`config.mk`:
```
export PLATFORM = sky130hd
export DESIGN_NAME = scalar_core
export DESIGN_NICKNAME = d
export VERILOG_FILES = /design/src/design/scalar_pkg.sv /design/src/design/host_apb_if.sv /design/src/design/fetch_unit.sv /design/src/design/reg_bank.sv /design/src/design/issue_unit.sv /design/src/design/exec_unit.sv /design/src/design/scalar_core.sv
export SDC_FILE = /design/constraint.sdc
export NUM_CORES = 2
export LEC_CHECK = 0
export BUFFER_PORTS_ARGS = -buffer_cell sky130_fd_sc_hd__clkbuf_2
export CAP_MARGIN = 25
export CORE_UTILIZATION = 30
export DETAILED_ROUTE_END_ITERATION = 10
export MAX_ROUTING_LAYER = met4
export PLACE_DENSITY = 0.56
export SLEW_MARGIN = 20
export SYNTH_ARGS = -nofsm -noshare
export SYNTH_HDL_FRONTEND = slang
export SYNTH_HIERARCHICAL = 1
export SYNTH_SLANG_ARGS = --single-unit
```
`constraint.sdc`:
```
create_clock -name clock -period 11.7 [get_ports clock]
set_input_delay 1.17 -clock clock [delete_from_list [all_inputs] [get_ports clock]]
set_output_delay 1.17 -clock clock [all_outputs]
set_load 0.005 [all_outputs]
```
`src/design/scalar_pkg.sv`:
```
//////////////////////////////////////////////////
// Shared definitions for the scalar pipeline
//  data, register index and opcode types
//  instruction, issue and write-back structs
//  APB request and response structs, address map
//  opcode class decode helpers
//////////////////////////////////////////////////

package scalar_pkg;

	typedef logic [31:0] data_t;
	typedef logic [3:0] reg_idx_t;

	typedef enum logic [3:0] {
		NOP  = 4'h0,
		LDI  = 4'h1,
		ADD  = 4'h2,
		SUB  = 4'h3,
		AND  = 4'h4,
		OR   = 4'h5,
		XOR  = 4'h6,
		SHL  = 4'h7,
		HALT = 4'h8
	} opcode_t;

	// Instruction word, imm in the low half
	typedef struct packed {opcode_t opcode; reg_idx_t dst; reg_idx_t src1; reg_idx_t src2; logic [15:0] imm;} instr_t;

	typedef struct packed {logic valid; opcode_t opcode; reg_idx_t dst; data_t a; data_t b; logic [15:0] imm;} exec_req_t;

	typedef struct packed {logic valid; reg_idx_t dst; data_t data;} wb_t;

	typedef struct packed {logic psel; logic penable; logic pwrite; logic [11:0] paddr; data_t pwdata;} apb_req_t;

	typedef struct packed {logic pready; data_t prdata; logic pslverr;} apb_rsp_t;

	// Host address map
	localparam logic [11:0] IMEM_BASE   = 12'h000;
	localparam logic [11:0] CTRL_ADDR   = 12'h100;
	localparam logic [11:0] STATUS_ADDR = 12'h104;

	// Ops that write a destination register
	function automatic logic op_writes(opcode_t op);
		return op inside {LDI, ADD, SUB, AND, OR, XOR, SHL};
	endfunction

	// Ops that read both source registers
	function automatic logic op_reads(opcode_t op);
		return op inside {ADD, SUB, AND, OR, XOR, SHL};
	endfunction

endpackage

```
`src/design/host_apb_if.sv`:
```
//////////////////////////////////////////////////
// APB slave of the scalar pipeline
//  instruction memory writes, start control
//  running/halted flags and retired counter
//  status readback and slave error decode
//////////////////////////////////////////////////
`timescale 1ns/10ps

module host_apb_if import scalar_pkg::*; #(
	parameter int IMEM_DEPTH = 64
) (
	input  logic                          clock,
	input  logic                          reset,
	input  apb_req_t                      apb_req,
	output apb_rsp_t                      apb_rsp,
	output logic                          imem_we,
	output logic [$clog2(IMEM_DEPTH)-1:0] imem_addr,
	output instr_t                        imem_data,
	output logic                          start,
	input  logic                          retire_valid,
	input  logic                          halt
);
	localparam int AW = $clog2(IMEM_DEPTH);

	logic        access;
	logic [11:0] imem_off;
	logic        is_imem;
	logic        is_ctrl;
	logic        is_status;
	logic        slv_err;
	data_t       rdata;
	logic        running;
	logic        halted;
	logic [7:0]  retired;

	// Address decode, access phase only
	assign access    = apb_req.psel && apb_req.penable;
	assign imem_off  = apb_req.paddr - IMEM_BASE;
	assign is_imem   = imem_off < 12'(IMEM_DEPTH * 4);
	assign is_ctrl   = apb_req.paddr == CTRL_ADDR;
	assign is_status = apb_req.paddr == STATUS_ADDR;

	// Program store is locked while running
	assign imem_we   = access && apb_req.pwrite && is_imem && !running;
	assign imem_addr = imem_off[AW+1:2];
	assign imem_data = instr_t'(apb_req.pwdata);
	assign start     = access && apb_req.pwrite && is_ctrl && apb_req.pwdata[0] && !running;

	assign slv_err = access && (!(is_imem || is_ctrl || is_status) ||
		(apb_req.pwrite && is_imem && running));

	always_comb begin
		rdata = '0;
		if (access && !apb_req.pwrite) begin
			if (is_status)
				rdata = {16'h0, retired, 6'h0, halted, running};
			else if (is_ctrl)
				rdata[0] = running;
		end
	end

	assign apb_rsp = '{pready: 1'b1, prdata: rdata, pslverr: slv_err};

	//////////////////////////////////////////////////
	// Run state and retire counter
	always_ff @(posedge clock) begin
		if (reset) begin
			running <= 1'b0;
			halted  <= 1'b0;
			retired <= '0;
		end else if (start) begin
			running <= 1'b1;
			halted  <= 1'b0;
			retired <= '0;
		end else begin
			if (halt) begin
				running <= 1'b0;
				halted  <= 1'b1;
			end
			if (retire_valid)
				retired <= retired + 8'd1;
		end
	end

	// Write-back and HALT only come out of execute while a program runs
	assert property (@(posedge clock) disable iff (reset)
		imem_we |-> !retire_valid && !halt);

endmodule

```
`src/design/fetch_unit.sv`:
```
//////////////////////////////////////////////////
// Instruction fetch
//  instruction memory with registered read
//  program counter and fetch register
//  stall hold and halt flush
//////////////////////////////////////////////////
`timescale 1ns/10ps

module fetch_unit import scalar_pkg::*; #(
	parameter int IMEM_DEPTH = 64
) (
	input  logic                          clock,
	input  logic                          reset,
	input  logic                          imem_we,
	input  logic [$clog2(IMEM_DEPTH)-1:0] imem_addr,
	input  instr_t                        imem_data,
	input  logic                          start,
	input  logic                          halt,
	input  logic                          stall,
	output instr_t                        instr,
	output logic                          instr_valid
);
	localparam int AW = $clog2(IMEM_DEPTH);

	instr_t          imem [IMEM_DEPTH];
	logic [AW-1:0]   pc;
	logic            active;

	// Host write port
	always_ff @(posedge clock) begin
		if (imem_we)
			imem[imem_addr] <= imem_data;
	end

	// Fetch register, held while issue stalls
	always_ff @(posedge clock) begin
		if (!stall)
			instr <= imem[pc];
	end

	always_ff @(posedge clock) begin
		if (reset) begin
			active      <= 1'b0;
			instr_valid <= 1'b0;
			pc          <= '0;
		end else if (halt) begin
			// Drop whatever was fetched behind the HALT
			active      <= 1'b0;
			instr_valid <= 1'b0;
		end else if (start) begin
			active      <= 1'b1;
			instr_valid <= 1'b0;
			pc          <= '0;
		end else if (!stall) begin
			instr_valid <= active;
			if (active)
				pc <= pc + 1'b1;
		end
	end

endmodule

```
`src/design/reg_bank.sv`:
```
//////////////////////////////////////////////////
// One register file bank
//  half of the registers, picked by index bit 0
//  two asynchronous read ports
//  one synchronous write port from write-back
//////////////////////////////////////////////////
`timescale 1ns/10ps

module reg_bank import scalar_pkg::*; #(
	parameter int NUM_REGS = 16,
	parameter bit BANK_ODD = 1'b0
) (
	input  logic     clock,
	input  logic     reset,
	input  reg_idx_t rd_idx_a,
	input  reg_idx_t rd_idx_b,
	output data_t    rd_data_a,
	output data_t    rd_data_b,
	input  wb_t      wb
);
	localparam int DEPTH = NUM_REGS / 2;
	localparam int IW    = $clog2(NUM_REGS);

	data_t regs [DEPTH];
	logic  wr_en;

	// Bit 0 only chooses the bank
	assign rd_data_a = regs[rd_idx_a[IW-1:1]];
	assign rd_data_b = regs[rd_idx_b[IW-1:1]];

	assign wr_en = wb.valid && (wb.dst[0] == BANK_ODD);

	always_ff @(posedge clock) begin
		if (reset) begin
			for (int i = 0; i < DEPTH; i++)
				regs[i] <= '0;
		end else if (wr_en) begin
			regs[wb.dst[IW-1:1]] <= wb.data;
		end
	end

endmodule

```
`src/design/issue_unit.sv`:
```
//////////////////////////////////////////////////
// Decode and issue
//  scoreboard of pending destinations
//  RAW and WAW hazard stall
//  operand select from the two banks
//  issue register toward execute
//////////////////////////////////////////////////
`timescale 1ns/10ps

module issue_unit import scalar_pkg::*; #(
	parameter int NUM_REGS = 16
) (
	input  logic      clock,
	input  logic      reset,
	input  instr_t    instr,
	input  logic      instr_valid,
	output logic      stall,
	output reg_idx_t  rd_idx_a,
	output reg_idx_t  rd_idx_b,
	input  data_t     even_a,
	input  data_t     even_b,
	input  data_t     odd_a,
	input  data_t     odd_b,
	input  wb_t       wb,
	output exec_req_t issue
);
	logic [NUM_REGS-1:0] pending;
	logic                src_busy;
	logic                dst_busy;
	logic                halt_busy;
	logic                fire;

	assign rd_idx_a = instr.src1;
	assign rd_idx_b = instr.src2;

	assign src_busy  = op_reads(instr.opcode) && (pending[instr.src1] || pending[instr.src2]);
	assign dst_busy  = op_writes(instr.opcode) && pending[instr.dst];
	// Nothing issues behind a HALT in execute
	assign halt_busy = issue.valid && (issue.opcode == HALT);

	assign stall = instr_valid && (src_busy || dst_busy || halt_busy);
	assign fire  = instr_valid && !stall;

	//////////////////////////////////////////////////
	// Scoreboard
	always_ff @(posedge clock) begin
		if (reset) begin
			pending <= '0;
		end else begin
			if (wb.valid)
				pending[wb.dst] <= 1'b0;
			if (fire && op_writes(instr.opcode))
				pending[instr.dst] <= 1'b1;
		end
	end

	// Issue register
	always_ff @(posedge clock) begin
		if (reset) begin
			issue.valid <= 1'b0;
		end else begin
			issue.valid <= fire;
			if (fire) begin
				issue.opcode <= instr.opcode;
				issue.dst    <= instr.dst;
				issue.a      <= instr.src1[0] ? odd_a : even_a;
				issue.b      <= instr.src2[0] ? odd_b : even_b;
				issue.imm    <= instr.imm;
			end
		end
	end

	// A source being written back this cycle is still pending
	assert property (@(posedge clock) disable iff (reset)
		fire && op_reads(instr.opcode) |->
		!(wb.valid && (wb.dst == instr.src1 || wb.dst == instr.src2)));

endmodule

```
`src/design/exec_unit.sv`:
```
//////////////////////////////////////////////////
// Execute stage
//  single cycle ALU
//  write-back register
//  HALT detect and termination pulse
//////////////////////////////////////////////////
`timescale 1ns/10ps

module exec_unit import scalar_pkg::*; (
	input  logic      clock,
	input  logic      reset,
	input  exec_req_t issue,
	output wb_t       wb,
	output logic      halt,
	output logic      term
);
	data_t result;

	// ALU
	always_comb begin
		case (issue.opcode)
			LDI:     result = {16'h0, issue.imm};
			ADD:     result = issue.a + issue.b;
			SUB:     result = issue.a - issue.b;
			AND:     result = issue.a & issue.b;
			OR:      result = issue.a | issue.b;
			XOR:     result = issue.a ^ issue.b;
			SHL:     result = issue.a << issue.b[4:0];
			default: result = '0;
		endcase
	end

	// Seen while HALT sits in the issue register
	assign halt = issue.valid && (issue.opcode == HALT);

	//////////////////////////////////////////////////
	// Write-back beat, one cycle after issue
	always_ff @(posedge clock) begin
		if (reset) begin
			wb.valid <= 1'b0;
			term     <= 1'b0;
		end else begin
			// NOP and HALT leave no beat
			wb.valid <= issue.valid && op_writes(issue.opcode);
			term     <= halt;
			if (issue.valid) begin
				wb.dst  <= issue.dst;
				wb.data <= result;
			end
		end
	end

	// Issue stays blocked after HALT, so the pipe drains quietly
	assert property (@(posedge clock) disable iff (reset)
		term |-> !wb.valid ##1 !wb.valid);

endmodule

```
`src/design/scalar_core.sv`:
```
//////////////////////////////////////////////////
// Scalar pipeline top level
//  APB host port, fetch, issue, execute
//  even and odd register banks
//////////////////////////////////////////////////
`timescale 1ns/10ps

module scalar_core import scalar_pkg::*; #(
	parameter int IMEM_DEPTH = 64,
	parameter int NUM_REGS   = 16
) (
	input  logic     clock,
	input  logic     reset,
	input  apb_req_t apb_req,
	output apb_rsp_t apb_rsp,
	output wb_t      retire,
	output logic     term
);
	logic                          imem_we;
	logic [$clog2(IMEM_DEPTH)-1:0] imem_addr;
	instr_t                        imem_data;
	logic                          start;
	logic                          halt;
	logic                          stall;
	instr_t                        instr;
	logic                          instr_valid;
	reg_idx_t                      rd_idx_a;
	reg_idx_t                      rd_idx_b;
	data_t                         even_a;
	data_t                         even_b;
	data_t                         odd_a;
	data_t                         odd_b;
	exec_req_t                     issue;

	host_apb_if #(.IMEM_DEPTH(IMEM_DEPTH)) i_host_apb_if (
		.clock       (clock),
		.reset       (reset),
		.apb_req     (apb_req),
		.apb_rsp     (apb_rsp),
		.imem_we     (imem_we),
		.imem_addr   (imem_addr),
		.imem_data   (imem_data),
		.start       (start),
		.retire_valid(retire.valid),
		.halt        (halt)
	);

	fetch_unit #(.IMEM_DEPTH(IMEM_DEPTH)) i_fetch_unit (
		.clock      (clock),
		.reset      (reset),
		.imem_we    (imem_we),
		.imem_addr  (imem_addr),
		.imem_data  (imem_data),
		.start      (start),
		.halt       (halt),
		.stall      (stall),
		.instr      (instr),
		.instr_valid(instr_valid)
	);

	issue_unit #(.NUM_REGS(NUM_REGS)) i_issue_unit (
		.clock      (clock),
		.reset      (reset),
		.instr      (instr),
		.instr_valid(instr_valid),
		.stall      (stall),
		.rd_idx_a   (rd_idx_a),
		.rd_idx_b   (rd_idx_b),
		.even_a     (even_a),
		.even_b     (even_b),
		.odd_a      (odd_a),
		.odd_b      (odd_b),
		.wb         (retire),
		.issue      (issue)
	);

	// Both banks see the same read indexes and write-back beat
	reg_bank #(.NUM_REGS(NUM_REGS), .BANK_ODD(1'b0)) even_bank (
		.clock    (clock),
		.reset    (reset),
		.rd_idx_a (rd_idx_a),
		.rd_idx_b (rd_idx_b),
		.rd_data_a(even_a),
		.rd_data_b(even_b),
		.wb       (retire)
	);

	reg_bank #(.NUM_REGS(NUM_REGS), .BANK_ODD(1'b1)) odd_bank (
		.clock    (clock),
		.reset    (reset),
		.rd_idx_a (rd_idx_a),
		.rd_idx_b (rd_idx_b),
		.rd_data_a(odd_a),
		.rd_data_b(odd_b),
		.wb       (retire)
	);

	exec_unit i_exec_unit (
		.clock(clock),
		.reset(reset),
		.issue(issue),
		.wb   (retire),
		.halt (halt),
		.term (term)
	);

endmodule

```
After elaboration in Yosys (flattened, before gate mapping). Memory sizes are Yosys's and may differ from the RTL's. A register that Yosys moved wholly into a read port is not among the register bits. Index checks and enable logic that the tools add are counted.

Memory bits (writable): 2560. Logic and storage cells: 146. Bits in registers: 161. Memories kept: 3. Input port bits: 49.

Bitwise gates (word level): 9. Reductions and logical operators: 46. $lt $le $gt $ge: 7. Multiplexer cells: 41. Add/sub/neg operators: 4. Shift-type cells: 1. Equality and inequality tests: 18.

Memory list: i_fetch_unit.imem (words 64, width 32, rd ports 1, clocked after memory_dff 1, wr ports 1, RTL line fetch_unit.sv:25) `instr_t imem [IMEM_DEPTH];`; even_bank.regs (words 8, width 32, rd ports 2, clocked after memory_dff 0, wr ports 8, RTL line reg_bank.sv:24) `data_t regs [DEPTH];`; odd_bank.regs (words 8, width 32, rd ports 2, clocked after memory_dff 0, wr ports 8, RTL line reg_bank.sv:24).

Operators with widths (count): $pmux 32 s7 (1); $mux 32 (5); $reduce_or 32->1 (2); $mux 16 (3); $add 32x32->32 (1); $and 32x32->32 (1); $eq 4x3->1 const B (8); $or 32x32->32 (1); $shl 32x5->32 (1); $sub 32x32->32 (1); $xor 32x32->32 (1); $eq 12x9->1 const B (2); $logic_and 1x1->1 (22); $mux 1 (21); $lt 4x5->1 const B (4); $mux 6 (3); $and 16x16->16 (1); $eq 4x2->1 const B (4); $not 16->16 (1); $or 16x16->16 (1); $mux 15 (1); $reduce_bool 7->1 (2); $bmux 1 s4 (3); $lt 12x9->1 const B (1); other kinds (17) (35).

Logic depth before layout (Yosys ltp).
Depth after elaboration: 11. Mapped depth: 22. Depth with buffers taken out: 19.

By module. The synthesis kept the hierarchy.

By module, submodules not included: fetch_unit (times used 1, cells each 3348, area each 78808.1 um^2); reg_bank at even_bank (times used 1, cells each 844, area each 13643.1 um^2); reg_bank at odd_bank (times used 1, cells each 843, area each 13588.0 um^2); exec_unit (times used 1, cells each 882, area each 7003.0 um^2); issue_unit (times used 1, cells each 323, area each 4884.7 um^2); host_apb_if (times used 1, cells each 130, area each 1092.3 um^2).

Worst setup path after synthesis. No wires, ideal clock.

Path type: flip-flop to flip-flop. Start: register, netlist name i_fetch_unit/instr[16]. End: register, netlist name i_issue_unit/issue[0]. Setup slack: 0.302 ns. Buffers on the path: 1. Data required time: 10.920 ns. Stages on the path, launching flop included: 7. Arrival time: 10.617 ns. Cells stage by stage: edfxtp_1 buf_2 mux4_2 and3b_1 a31oi_2 a311oi_4 nor4b_1.

Cells in the longest elaborated chain, start to end: 10.

Ends and longest elaborated chain: $bmux 1 s4 (RTL line issue_unit.sv:36) `assign src_busy = op_reads(instr.opcode) && (pending[instr.src1] || pending[instr.src2]);`; $mux 1 (implied by the code) (RTL line issue_unit.sv:36); $logic_or 1x1->1 (RTL line issue_unit.sv:36); $logic_and 1x1->1 (RTL line issue_unit.sv:36); $logic_or 1x1->1 (2 in series) (RTL line issue_unit.sv:41) `assign stall = instr_valid && (src_busy || dst_busy || halt_busy);`; $logic_and 1x1->1 (RTL line issue_unit.sv:41); $logic_not 1->1 (RTL line issue_unit.sv:42) `assign fire = instr_valid && !stall;`; $logic_and 1x1->1 (RTL line issue_unit.sv:42); $reduce_and 2->1 (no line).

Every way passes these cells. The select of a mux whose other input is x is not followed. A chain may end at the register's enable or synchronous reset.

Final worst setup path.
Start: register, netlist name i_issue_unit/issue[16]. End: register, netlist name i_exec_unit/wb[30].

Cells in the longest elaborated chain, start to end: 2.

Ends and longest elaborated chain: $sub 32x32->32, or another cell as far along (RTL line exec_unit.sv:24) `SUB: result = issue.a - issue.b;`; $pmux 32 s7 (*) (RTL line exec_unit.sv:21) `case (issue.opcode)`; named net i_exec_unit.result[30] (RTL line exec_unit.sv:17) `data_t result;`.

Mark *: on every way through the listed nets, which the timed path passes. The rest lies on a longest branch.

==> flow_summary.yaml <==
sta:
  final.period_utilization_pct: 48.42
  achievable-frequency_mhz: 176.5
  hold_violations: 0
  slew_headroom_pct: 27.15
  report.final.slew_viol_count: 0
  setup_violations: 0
  worst_slew_pin_slew_ps: 1090
  timing.clock.skew_ps: 72.07
  min_period_ps: 5665
  final.setup.worst_slack_ps: 6035
  grt_setup_unrepaired: "false"
  finalSetupTns_ps: 0
worst_setup_path:
  endpoint_kind: "register"
  reg2reg_to: "i_exec_unit/wb[30]$_DFFE_PP_"
  crit_buf_inv: 2
  timing.critical_path.from_type: "register"
  worst_path_largest_cell_delay_ps: 670
  worst-r2r-setup-slack_ps: 6030
  total_number_of_cells_along_the_worst_setup_path: 17
  timing.setup.critical_path_class: "register to register"
  library_cell_contributing_the_largest_single_delay_on_the_critical_path: "clkinv_1"
  timing.critical_path.arrival_ps: 6360
  timing.critical_path.to: "i_exec_unit/wb[30]$_DFFE_PP_"
  path_cells: "buf_4 > clkinv_1 > ha_1 > nor2b_1 > nand2_1 > o41ai_1 > xnor2_1 > ha_1 > and4_1 > o2111a_1 > o31a_1 > o21ai_1 > o2111ai_1 > a31oi_1 > o21ai_0 > mux2_2 > o21ai_0"
  regToRegStartpoint: "i_issue_unit/issue[16]$_DFFE_PP_"
  worst_r2r_path_depth: 17
  beginning_of_the_critical_path: "i_issue_unit/issue[16]$_DFFE_PP_"
  critPathTopFamily: "compound AO/OA/AOI/OAI gates"
  largest_fanout_on_the_critical_path: 37
  cp.required_ps: 12390
clock_network:
  holdBufCountCts: 0
  h-tree-depth: 5
  clkTransAtPathRegs_ps: 70
  resized_cells_post_cts: 0
  cts-root-buf: "clkbuf_16"
  cts.sinks: 2753
  worst_skew_pair.late_latency_ps: 920
  cts_buffers: 290
  number_of_buffers_on_the_longest_clock_path: 4
  cts_tree: "built"
  post-cts-setup-buffers: 0
global_routing:
  global_route.usage.total_pct: 17.26
  vias_in_the_first_global_route: 64834
  grt_first_pass_wirelength_mm: 486.0
  global_route.overflow_total: 0
  grt_start_max_net_pins: 134
  antenna_violations_before_repair: 14
hold_path:
  min_path_cells: 0
  hold_path_class: "register to register"
floorplan:
  pin_count: 121
  start_util_pct: 30.23
  core_region_area_um2: 393700
  row_count: 230
  dieArea_um2: 399200
  fp.dieW_um: 631.8
  fp.dieH_um: 631.8
layout:
  postLayoutCoreUtil_pct: 34.39
  layout-drive-gt1-share_pct: 27.69
  fin_nets: 6630
  areaGrowthSynthToFinish_pct: 13.76
  layout.cell_area.non_filler_um2: 135400
drt:
  drt_iter0_drc: 6919
  avgViaCountPerCell: 5.370
  drc_errors_left: 0
  dr_total_vias: 64056
  wl_final_mm: 342.3
  drt_first_pass_iters: 7
  drtAntennaViolNets: 0
  detail_route.wl_per_cell_um: 28.70
run:
  cap_violations: 0
logic_synthesis:
  avg_inst_size_synth_um2: 18.69
  synthesis.area_um2: 119000
  synth_cells: 6368
  synth_warnings: 6
placement:
  preCtsSetupSlack_ps: 6146
  place.gp.congestion: 0.8772
  placed_cell_area_um2: 126200
  numPortBuffers: 97
  post-dp-hpwl_mm: 202.0
power_and_ir_drop:
  worst_ir_drop_vdd_v: 0.0001578
  cellLeakagePower_nw: 41.65
  powerDensity_nw_per_um2: 150.0
outcome:
  run_status: "complete, no violations"
==> per-stage QoR <==
step                      cells  power [W]  hold slack [ps]
after floorplan            6389    0.01128            400.3
after detailed placement  11408    0.01147            405.4
after CTS                 11915    0.02048            417.0
after global routing      11917    0.02084            422.3
after global placement    11397    0.01145            401.5
final                     11929    0.02031            416.3
==> worst register-to-register path, stage by stage, from the launching register on <==
cell	delay [ps]
edfxtp_1	320
buf_4	410
clkinv_1	700
ha_1	480
nor2b_1	170
nand2_1	210
o41ai_1	120
xnor2_1	170
ha_1	380
and4_1	470
o2111a_1	240
o31a_1	250
o21ai_1	200
o2111ai_1	360
a31oi_1	190
o21ai_0	250
mux2_2	360
o21ai_0	170
==> routing by layer <==
metal	vias up	wire length (um)	GRT usage, %
met5	-	0	-
met4	0	9362	4.407
met3	474	23440	2.621
met2	2482	166000	27.83
met1	34495	143500	22.89
li1	26605	-	-
==> power by group <==
| part | leakage, nW | switching [W] | internal (W) | total, W |
|---|---|---|---|---|
| Combinational | 11.7 | 0.000261 | 0.0000852 | 0.000346 |
| Clock | 4.46 | 0.00390 | 0.00515 | 0.00905 |
| Sequential | 25.5 | 0.0000277 | 0.0109 | 0.0109 |
| Total | 41.6 | 0.00419 | 0.0161 | 0.0203 |
==> area by class of cell <==
cell class	count	area [um^2]
clock buffers	362	7644
multi-input cells	2975	34460
fillers	36982	258300
repair buffers	318	2377
well taps	5220	6531
inverters	143	536.8
clock inverters	145	1486
flip-flops and latches	2753	82310
diodes	13	32.53
==> worst min-delay path by stage <==
| stage | startpoint | to | slack [ps] |
|---|---|---|---|
| 5_1_grt | i_issue_unit/issue[82]$_DFFE_PP_ | i_exec_unit/wb[34]$_DFFE_PP_ | 420 |
| 4_1_cts | i_issue_unit/issue[82]$_DFFE_PP_ | i_exec_unit/wb[34]$_DFFE_PP_ | 420 |
| 3_3_place_gp | i_issue_unit/issue[83]$_DFFE_PP_ | i_exec_unit/wb[35]$_DFFE_PP_ | 400 |
| 6_report | i_issue_unit/issue[82]$_DFFE_PP_ | i_exec_unit/wb[34]$_DFFE_PP_ | 420 |
| 2_1_floorplan | i_issue_unit/issue[80]$_DFFE_PP_ | i_exec_unit/wb[32]$_DFFE_PP_ | 400 |
| 3_5_place_dp | i_issue_unit/issue[82]$_DFFE_PP_ | i_exec_unit/wb[34]$_DFFE_PP_ | 410 |
==> sequential cells by signal, summed over array words and instances (netlist names) <==
| name | cells |
|---|---|
| even_bank/regs | 256 |
| i_exec_unit/term | 1 |
| i_exec_unit/wb | 37 |
| i_fetch_unit/active | 1 |
| i_fetch_unit/imem | 2048 |
| i_fetch_unit/instr | 32 |
| i_fetch_unit/instr_valid | 1 |
| i_fetch_unit/pc | 6 |
| i_host_apb_if/halted | 1 |
| i_host_apb_if/retired | 8 |
| i_host_apb_if/running | 1 |
| i_issue_unit/issue | 89 |
| i_issue_unit/pending | 16 |
| odd_bank/regs | 256 |
==> layout by cell type (no fill, tap or decap), types with 22 or more instances in the layout <==
cell type  instances
a211oi_1          31
a21boi_1          32
a21oi_1           61
a22oi_1          208
buf_4            203
bufinv_16         22
clkbuf_1          66
clkbuf_16        295
clkbuf_2          97
clkinv_1         121
clkinv_2          37
conb_1            23
dfxtp_1           33
edfxtp_1        2716
ha_1              99
inv_1             76
mux2_2           198
mux2i_1           80
mux4_1            81
mux4_2           712
nand2_1          100
nand3_1           98
nand4_1           24
nor2_1            79
nor2_4            64
nor3_1           479
nor3_2            78
o211a_1           36
o21ai_0           86
o22ai_1           50
xnor2_1           49
No activity file was read; power rests on OpenSTA's default activity.
